File: config.mk
export PLATFORM = sky130hd
export DESIGN_NAME = cpu_top
export DESIGN_NICKNAME = d
export VERILOG_FILES = /design/src/cpu_pkg.sv /design/src/cpu_top.sv /design/src/exec_unit.sv /design/src/instr_sequencer.sv /design/src/reg_file.sv
export SDC_FILE = /design/constraint.sdc
export NUM_CORES = 2
export LEC_CHECK = 0
export BUFFER_PORTS_ARGS = -buffer_cell sky130_fd_sc_hd__buf_2
export CELL_PAD_IN_SITES_DETAIL_PLACEMENT = 1
export CELL_PAD_IN_SITES_GLOBAL_PLACEMENT = 2
export CORE_MARGIN = 2
export CORE_UTILIZATION = 35
export DETAILED_ROUTE_END_ITERATION = 8
export PLACE_DENSITY = 0.62
export SLEW_MARGIN = 10
export SYNTH_ARGS = -nofsm -noshare
export SYNTH_HDL_FRONTEND = slang
export SYNTH_SLANG_ARGS = --single-unit
File: constraint.sdc
create_clock -name clk -period 5.45 [get_ports clk]
set_input_delay 0.8175 -clock clk [delete_from_list [all_inputs] [get_ports clk]]
set_output_delay 0.8175 -clock clk [all_outputs]
set_load 0.05 [all_outputs]
File: src/cpu_pkg.sv
package cpu_pkg;

    localparam int data_w    = 32;
    localparam int addr_w    = 12;
    localparam int reg_idx_w = 4;
    localparam int num_regs  = 16;

    localparam logic [addr_w-1:0] reset_pc = 12'd3;  // words 0 to 2 hold data

    localparam logic [2:0] stage_fetch     = 3'd0;
    localparam logic [2:0] stage_decode    = 3'd1;
    localparam logic [2:0] stage_execute   = 3'd2;
    localparam logic [2:0] stage_memory    = 3'd3;
    localparam logic [2:0] stage_writeback = 3'd4;

    localparam logic [3:0] op_nop = 4'b0000;
    localparam logic [3:0] op_ld  = 4'b0001;
    localparam logic [3:0] op_str = 4'b0010;
    localparam logic [3:0] op_bra = 4'b0011;
    localparam logic [3:0] op_xor = 4'b0100;
    localparam logic [3:0] op_add = 4'b0101;
    localparam logic [3:0] op_rot = 4'b0110;
    localparam logic [3:0] op_shf = 4'b0111;
    localparam logic [3:0] op_hlt = 4'b1000;
    localparam logic [3:0] op_cmp = 4'b1001;

    localparam logic [3:0] cond_always   = 4'd0;
    localparam logic [3:0] cond_parity   = 4'd1;
    localparam logic [3:0] cond_even     = 4'd2;
    localparam logic [3:0] cond_carry    = 4'd3;
    localparam logic [3:0] cond_negative = 4'd4;
    localparam logic [3:0] cond_zero     = 4'd5;
    localparam logic [3:0] cond_no_carry = 4'd6;
    localparam logic [3:0] cond_positive = 4'd7;

    localparam logic rw_read  = 1'b0;
    localparam logic rw_write = 1'b1;

    // one instruction word, read either as alu/memory op or as branch
    typedef union packed {
        struct packed {
            logic [3:0]        opcode;
            logic              use_imm;     // operand 1 from immediate
            logic              clear_b;     // operand 2 forced to zero
            logic [1:0]        spare;
            logic [addr_w-1:0] src_field;   // imm / load addr / src reg
            logic [addr_w-1:0] dest_field;  // store addr / dest reg
        } alu;
        struct packed {
            logic [3:0]        opcode;
            logic [3:0]        cond;
            logic [addr_w-1:0] target;
            logic [addr_w-1:0] spare;
        } bra;
    } instr_t;

endpackage

File: src/cpu_top.sv
`timescale 1ns/1ps

module cpu_top
    import cpu_pkg::*;
(
    input  logic              clk,
    input  logic              reset,
    input  logic [data_w-1:0] data_in,
    output logic [data_w-1:0] data_out,
    output logic [addr_w-1:0] address,
    output logic              read_write,
    output logic              mem_en,
    output logic              halted
);

    logic [2:0]           stage;
    instr_t               instr;
    logic [data_w-1:0]    result;
    logic                 branch_taken;
    logic [data_w-1:0]    store_data;
    logic [reg_idx_w-1:0] rd_a_idx;
    logic [reg_idx_w-1:0] rd_b_idx;
    logic [data_w-1:0]    rd_a_data;
    logic [data_w-1:0]    rd_b_data;
    logic                 wr_en;
    logic [reg_idx_w-1:0] wr_idx;
    logic [data_w-1:0]    wr_data;

    instr_sequencer u_seq (
        .clk          (clk),
        .reset        (reset),
        .data_in      (data_in),
        .result       (result),
        .branch_taken (branch_taken),
        .store_data   (store_data),
        .stage        (stage),
        .instr        (instr),
        .address      (address),
        .mem_en       (mem_en),
        .read_write   (read_write),
        .data_out     (data_out),
        .halted       (halted),
        .wr_en        (wr_en),
        .wr_idx       (wr_idx),
        .wr_data      (wr_data)
    );

    reg_file u_regs (
        .clk       (clk),
        .reset     (reset),
        .rd_a_idx  (rd_a_idx),
        .rd_b_idx  (rd_b_idx),
        .wr_en     (wr_en),
        .wr_idx    (wr_idx),
        .wr_data   (wr_data),
        .rd_a_data (rd_a_data),
        .rd_b_data (rd_b_data)
    );

    exec_unit u_exec (
        .clk          (clk),
        .reset        (reset),
        .stage        (stage),
        .instr        (instr),
        .rd_a_data    (rd_a_data),
        .rd_b_data    (rd_b_data),
        .rd_a_idx     (rd_a_idx),
        .rd_b_idx     (rd_b_idx),
        .result       (result),
        .branch_taken (branch_taken),
        .store_data   (store_data)
    );

endmodule

File: src/exec_unit.sv
`timescale 1ns/1ps

module exec_unit
    import cpu_pkg::*;
(
    input  logic                 clk,
    input  logic                 reset,
    input  logic [2:0]           stage,
    input  instr_t               instr,
    input  logic [data_w-1:0]    rd_a_data,
    input  logic [data_w-1:0]    rd_b_data,
    output logic [reg_idx_w-1:0] rd_a_idx,
    output logic [reg_idx_w-1:0] rd_b_idx,
    output logic [data_w-1:0]    result,
    output logic                 branch_taken,
    output logic [data_w-1:0]    store_data
);

    logic [data_w-1:0]   op1;
    logic [data_w-1:0]   op2;
    logic [3:0]          opcode;
    logic [3:0]          amount;
    logic [2*data_w-1:0] rot_left;
    logic [2*data_w-1:0] rot_right;
    logic [data_w:0]     shf_left;
    logic [data_w-1:0]   alu_result;
    logic                alu_carry;
    logic                carry;
    logic                zero_flag;
    logic                neg_flag;
    logic                even_flag;
    logic                parity_flag;
    logic                cond_met;

    assign opcode   = instr.alu.opcode;
    assign rd_a_idx = instr.alu.src_field[reg_idx_w-1:0];
    assign rd_b_idx = instr.alu.dest_field[reg_idx_w-1:0];

    always_ff @(posedge clk)
    begin
        if (stage == stage_decode)
        begin
            op1 <= instr.alu.use_imm ?
                   {{(data_w-addr_w){1'b0}}, instr.alu.src_field} : rd_a_data;
            op2 <= instr.alu.clear_b ? '0 : rd_b_data;
        end
    end

    assign store_data = op1;

    // rotate via doubled word, bit 4 picks direction
    assign amount    = op1[3:0];
    assign rot_left  = {op2, op2} << amount;
    assign rot_right = {op2, op2} >> amount;
    assign shf_left  = {1'b0, op2} << amount;

    always_comb
    begin
        alu_result = result;
        alu_carry  = 1'b0;
        case (opcode)
            op_nop, op_bra:
                alu_carry = carry;
            op_xor:
                alu_result = op1 ^ op2;
            op_add:
                {alu_carry, alu_result} = {1'b0, op1} + {1'b0, op2};
            op_rot:
                alu_result = op1[4] ? rot_left[2*data_w-1:data_w] : rot_right[data_w-1:0];
            op_shf:
            begin
                if (op1[4])
                    {alu_carry, alu_result} = shf_left;
                else
                    alu_result = op2 >> amount;
            end
            op_cmp:
                alu_result = ~op1 + 1'b1;  // two's complement
            default:
            begin
            end
        endcase
    end

    assign zero_flag   = (result == '0);
    assign neg_flag    = result[data_w-1];
    assign even_flag   = ~result[0];
    assign parity_flag = ^result;  // odd count of ones

    always_comb
    begin
        case (instr.bra.cond)
            cond_always:   cond_met = 1'b1;
            cond_parity:   cond_met = parity_flag;
            cond_even:     cond_met = even_flag;
            cond_carry:    cond_met = carry;
            cond_negative: cond_met = neg_flag;
            cond_zero:     cond_met = zero_flag;
            cond_no_carry: cond_met = ~carry;
            cond_positive: cond_met = ~neg_flag & ~zero_flag;
            default:       cond_met = 1'b0;
        endcase
    end

    always_ff @(posedge clk)
    begin
        if (reset)
        begin
            result       <= '0;
            carry        <= 1'b0;
            branch_taken <= 1'b0;
        end
        else if (stage == stage_execute)
        begin
            result       <= alu_result;
            carry        <= alu_carry;
            branch_taken <= (opcode == op_bra) && cond_met;  // flags from previous op
        end
    end

endmodule

File: src/instr_sequencer.sv
`timescale 1ns/1ps

module instr_sequencer
    import cpu_pkg::*;
(
    input  logic                 clk,
    input  logic                 reset,
    input  logic [data_w-1:0]    data_in,
    input  logic [data_w-1:0]    result,
    input  logic                 branch_taken,
    input  logic [data_w-1:0]    store_data,
    output logic [2:0]           stage,
    output instr_t               instr,
    output logic [addr_w-1:0]    address,
    output logic                 mem_en,
    output logic                 read_write,
    output logic [data_w-1:0]    data_out,
    output logic                 halted,
    output logic                 wr_en,
    output logic [reg_idx_w-1:0] wr_idx,
    output logic [data_w-1:0]    wr_data
);

    logic [addr_w-1:0] pc;
    logic [addr_w-1:0] next_pc;
    logic [data_w-1:0] load_data;
    logic [3:0]        opcode;
    logic              writes_reg;

    assign opcode  = instr.alu.opcode;
    assign next_pc = branch_taken ? instr.bra.target : pc + 1'b1;

    always_ff @(posedge clk)
    begin
        if (reset)
        begin
            stage <= stage_fetch;
        end
        else if (!halted)  // hlt freezes in memory stage
        begin
            if (stage == stage_writeback)
                stage <= stage_fetch;
            else
                stage <= stage + 3'd1;
        end
    end

    always_ff @(posedge clk)
    begin
        if (reset)
            instr <= '0;
        else if (!halted && stage == stage_fetch)
            instr <= data_in;
    end

    always_ff @(posedge clk)
    begin
        if (reset)
        begin
            pc         <= reset_pc;
            address    <= reset_pc;
            mem_en     <= 1'b1;
            read_write <= rw_read;
            halted     <= 1'b0;
        end
        else if (!halted)
        begin
            case (stage)
                stage_execute:
                begin
                    case (opcode)
                        op_ld:
                        begin
                            address    <= instr.alu.src_field;
                            mem_en     <= 1'b1;
                            read_write <= rw_read;
                        end
                        op_str:
                        begin
                            address    <= instr.alu.dest_field;
                            mem_en     <= 1'b1;
                            read_write <= rw_write;  // lands at end of memory stage
                        end
                        op_hlt:
                        begin
                            mem_en <= 1'b0;
                            halted <= 1'b1;
                        end
                        default:
                        begin
                            mem_en <= 1'b0;  // no memory access
                        end
                    endcase
                end
                stage_memory:
                begin
                    pc         <= next_pc;
                    address    <= next_pc;  // set up next fetch
                    mem_en     <= 1'b1;
                    read_write <= rw_read;
                end
                default:
                begin
                end
            endcase
        end
    end

    always_ff @(posedge clk)
    begin
        if (stage == stage_execute && opcode == op_str)
            data_out <= store_data;
        if (stage == stage_memory && opcode == op_ld)
            load_data <= data_in;  // address still valid here
    end

    always_comb
    begin
        case (opcode)
            op_ld, op_xor, op_add, op_rot, op_shf, op_cmp:
                writes_reg = 1'b1;
            default:
                writes_reg = 1'b0;
        endcase
    end

    assign wr_en   = (stage == stage_writeback) && writes_reg;
    assign wr_idx  = instr.alu.dest_field[reg_idx_w-1:0];
    assign wr_data = (opcode == op_ld) ? load_data : result;

endmodule

File: src/reg_file.sv
`timescale 1ns/1ps

module reg_file
    import cpu_pkg::*;
(
    input  logic                 clk,
    input  logic                 reset,
    input  logic [reg_idx_w-1:0] rd_a_idx,
    input  logic [reg_idx_w-1:0] rd_b_idx,
    input  logic                 wr_en,
    input  logic [reg_idx_w-1:0] wr_idx,
    input  logic [data_w-1:0]    wr_data,
    output logic [data_w-1:0]    rd_a_data,
    output logic [data_w-1:0]    rd_b_data
);

    logic [data_w-1:0] regs [num_regs];

    always_ff @(posedge clk)
    begin
        if (reset)
        begin
            for (int i = 0; i < num_regs; i++)
            begin
                regs[i] <= '0;
            end
        end
        else if (wr_en)
        begin
            regs[wr_idx] <= wr_data;
        end
    end

    // async read ports
    assign rd_a_data = regs[rd_a_idx];
    assign rd_b_data = regs[rd_b_idx];

endmodule

==> flow_metrics.env <==
export IMPL_status="complete, no violations"
export IMPL_clk_path_buf_depth=3
export IMPL_synthFlopType="edfxtp_1"
export IMPL_stdcell_area_um2=46200
export IMPL_final_core_util_pct=39.8
export IMPL_grt_pass1_vias=30800
export IMPL_syn_num_nets=3395
export IMPL_core_area_um2=116000
export IMPL_setup_tns_ns=0
export IMPL_root_buffer="clkbuf_16"
export IMPL_route_detailed_drc=0
export IMPL_cp_max_fo=24
export IMPL_hp_class="primary input to flip-flop"
export IMPL_die_w_um=346
export IMPL_viasPerCell=6.05
export IMPL_pwr_share_seq_pct=40.3
export IMPL_rsz0062_at_grt="no"
export IMPL_gp_congestion=0.955
export IMPL_grt_pass1_wl_um=245000
export IMPL_cts_setup_buffers=0
export IMPL_worstPathRequired_ns=5.84
export IMPL_hold_ws_ns=0.330
export IMPL_fin_crit_sh_pct=76.6
export IMPL_finalCriticalPeriod_ns=4.18
export IMPL_n_fill_cell=12200
export IMPL_multi_input_area_um2=18600
export IMPL_synth_edf_count=640
export IMPL_start_util_pct=35.3
export IMPL_syn2layout_area_growth_pct=12.7
export IMPL_yosys_warnings=0
export IMPL_ys_seq_elements=740
export IMPL_synth_top_area_share_pct=46.9
export IMPL_stdcell_count=4927
export IMPL_grt_max_degree=107
export IMPL_p_per_area_nw_per_um2=382
export IMPL_yosys_area_top_type="edfxtp_1"
export IMPL_grt_usage_pct=29.0
export IMPL_synthCells=3304
export IMPL_io_pins=81
export IMPL_grt_overflow=0
export IMPL_p_comb_share_pct=26.5
export IMPL_htree_levels=3
export IMPL_cts_repair_resized=0
export IMPL_wl_per_cell_um=35.5
export IMPL_syn_area_per_cell_um2=12.4
export IMPL_drv_slew=0
export IMPL_p_int_mw=11.5
export IMPL_die_y_um=346
export IMPL_worstSetupPathType="flip-flop to flip-flop"
export IMPL_cts_tree="yes"
export IMPL_pwr_share_clk_pct=33.2
export IMPL_cts_sinks=740
export IMPL_wirelength_um=175000
export IMPL_wl_met3_um=9890
export IMPL_ir_drop_uv=243
export IMPL_placed_area_um2=43400
export IMPL_startpoint_type="flip-flop"
export IMPL_finalSetupViolations=0
export IMPL_dp_hpwl_um=120000
export IMPL_antenna_left=0
export IMPL_netlist_area_um2=41000
export IMPL_clkTransAtPathRegs_ns=0.06
export IMPL_leakage_nw=15.2
export IMPL_insertion_delay_ns=0.71
export IMPL_port_buffers=80
export IMPL_slew_limit_headroom_pct=16.0
export IMPL_drive_gt1_share_pct=23.3
export IMPL_dp_cells=4757
export IMPL_rows=125
export IMPL_dp_slack_ns=1.37
export IMPL_worst_slew_pin_slew_ns=1.26
export IMPL_async_flop_share_pct=0
export IMPL_via_count=29800
export IMPL_maxCapViolCount=0
export IMPL_fin_skew_ns=0.0470
export IMPL_wl_met1_um=74000
export IMPL_setup_slack_ns=1.27
export IMPL_initialDrtViolationCount=3204
export IMPL_hold_viol=0
export IMPL_nets=3417
export IMPL_switching_share_pct=34.5
export IMPL_switching_power_mw=6.09
export IMPL_hold_buffers=0
export IMPL_finalPower_mw=17.6
export IMPL_firstDrtPassIters=5
export IMPL_antenna_found_initial=8
export IMPL_cp_arrival_ns=4.57
export IMPL_numCtsBuffers=91
export IMPL_seqCellArea_um2=21200
export IMPL_dieArea_um2=120000
export IMPL_fmax_mhz=239
export IMPL_ys_types=84
export IMPL_synthTopCellsByArea="edfxtp_1, mux4_2, nor2_1"
export IMPL_synth_seq_area_share_pct=51.7
export IMPL_worst_setup_path_end_kind="flip-flop"
export IMPL_routed_top_layer="met4"
export IMPL_wl_met2_um=84600
logic make-up (layout without fill, tap and decap cells):
family / after synthesis / count (layout) / synth area share (%)
simple gates: 1149 / 1149 / 12.0
flops: 740 / 740 / 51.7
compound gates: 487 / 487 / 7.34
mux: 478 / 478 / 22.5
buf+inv: 326 / 422 / 3.18
xor+xnor: 67 / 67 / 1.43
fa+ha+maj: 57 / 57 / 1.76
other cells: 0 / 3 / 0
worst paths after layout:
path | startpoint | to | slack, ns | cells after the start
hold reg to reg | u_exec.result[2] | u_exec.result[2] | 0.46 | 2
setup / recovery | u_seq.instr[30] | u_regs.regs[12][20] | 1.27 | 7
hold / removal | data_in[12] | u_seq.load_data[12] | 0.33 | 1
setup reg to reg | u_seq.instr[30] | u_regs.regs[12][20] | 1.27 | 7
critical path: stages (launching register included):
cell      delay, ns
dfxtp_1        0.46
nor2b_1        0.49
nor2_1         0.11
nor3_1         0.87
nor3b_1        0.68
nand3_2        0.18
nand2b_2       0.71
buf_4          0.34
layout make-up:
| type | count | area share [%] |
|---|---|---|
| antenna | 3 | 0.0162 |
| clock buffer | 114 | 5.27 |
| clock inverter | 53 | 0.858 |
| inverter | 52 | 0.422 |
| multi-input combinational | 2238 | 40.3 |
| sequential | 740 | 46.0 |
| tap | 1524 | 4.13 |
| timing repair buffer | 203 | 3.03 |
layer usage:
| layer | track usage (%) | vias up |
|---|---|---|
| met5 | 0 | - |
| met4 | 10.2 | 0 |
| met3 | 3.88 | 259 |
| met2 | 48.0 | 1091 |
| met1 | 39.1 | 15900 |
| li1 | - | 12500 |
power by group through the flow:
| stage | Clock (mW) | Combinational (mW) | Sequential (mW) |
|---|---|---|---|
| after detailed placement | 0 | 4.63 | 7.21 |
| after global placement | 0 | 4.62 | 7.19 |
| after CTS | 5.99 | 4.65 | 7.09 |
| after global routing | 6.18 | 4.92 | 7.13 |
| after floorplan | 0 | 3.02 | 6.85 |
| final | 5.86 | 4.67 | 7.10 |
Yosys cell counts (14+ instances only):
cell and count:
nor2_1 698, edfxtp_1 640, mux4_2 352, clkbuf_1 217
nand2_1 210, a21oi_1 190, dfxtp_1 100, o21ai_0 91
mux2i_1 89, nor2b_1 70, ha_1 56, inv_1 49
mux2_2 37, nand3_1 36, xnor2_1 35, nor3_1 34
xor2_1 32, nand2b_1 27, buf_1 24, buf_2 22
a21o_1 21, a31oi_1 19, o22ai_1 19, a211oi_1 17
a221oi_1 17, o211ai_1 14
sequential cells by signal (all words and copies together) (netlist names), named ones only:
| register | count |
|---|---|
| u_seq.load_data | 32 |
| u_seq.halted | 1 |
| u_seq.stage | 3 |
| u_exec.result | 32 |
| u_exec.store_data | 32 |
| u_exec.branch_taken | 1 |
| u_exec.carry | 1 |
| u_regs.regs | 512 |
| u_seq.pc | 12 |
| u_seq.data_out | 32 |
| u_seq.address | 12 |
| u_exec.op2 | 32 |
| u_seq.read_write | 1 |
| u_seq.instr | 32 |
| u_seq.mem_en | 1 |
cell usage in the layout, fill, tap and decap left out, types with 18 or more instances in the layout:
master     netlist  final
mux4_2         352    352
mux2_2          37     37
ha_1            56     56
a21o_1          21     21
clkinv_1         1     26
o21ai_0         91     91
clkbuf_1       217     18
a31oi_1         19     19
o22ai_1         19     19
nand3_1         36     32
buf_4            8    118
xnor2_1         35     35
a21oi_1        190    185
nor2b_1         70     69
edfxtp_1       640    640
nor2_1         698    697
inv_1           49     49
buf_2           22     79
dfxtp_1        100     90
nor3_1          34     32
xor2_1          32     32
nand2_1        210    198
mux2i_1         89     89
clkbuf_16        0     93
(Power assumes the default switching activity.)
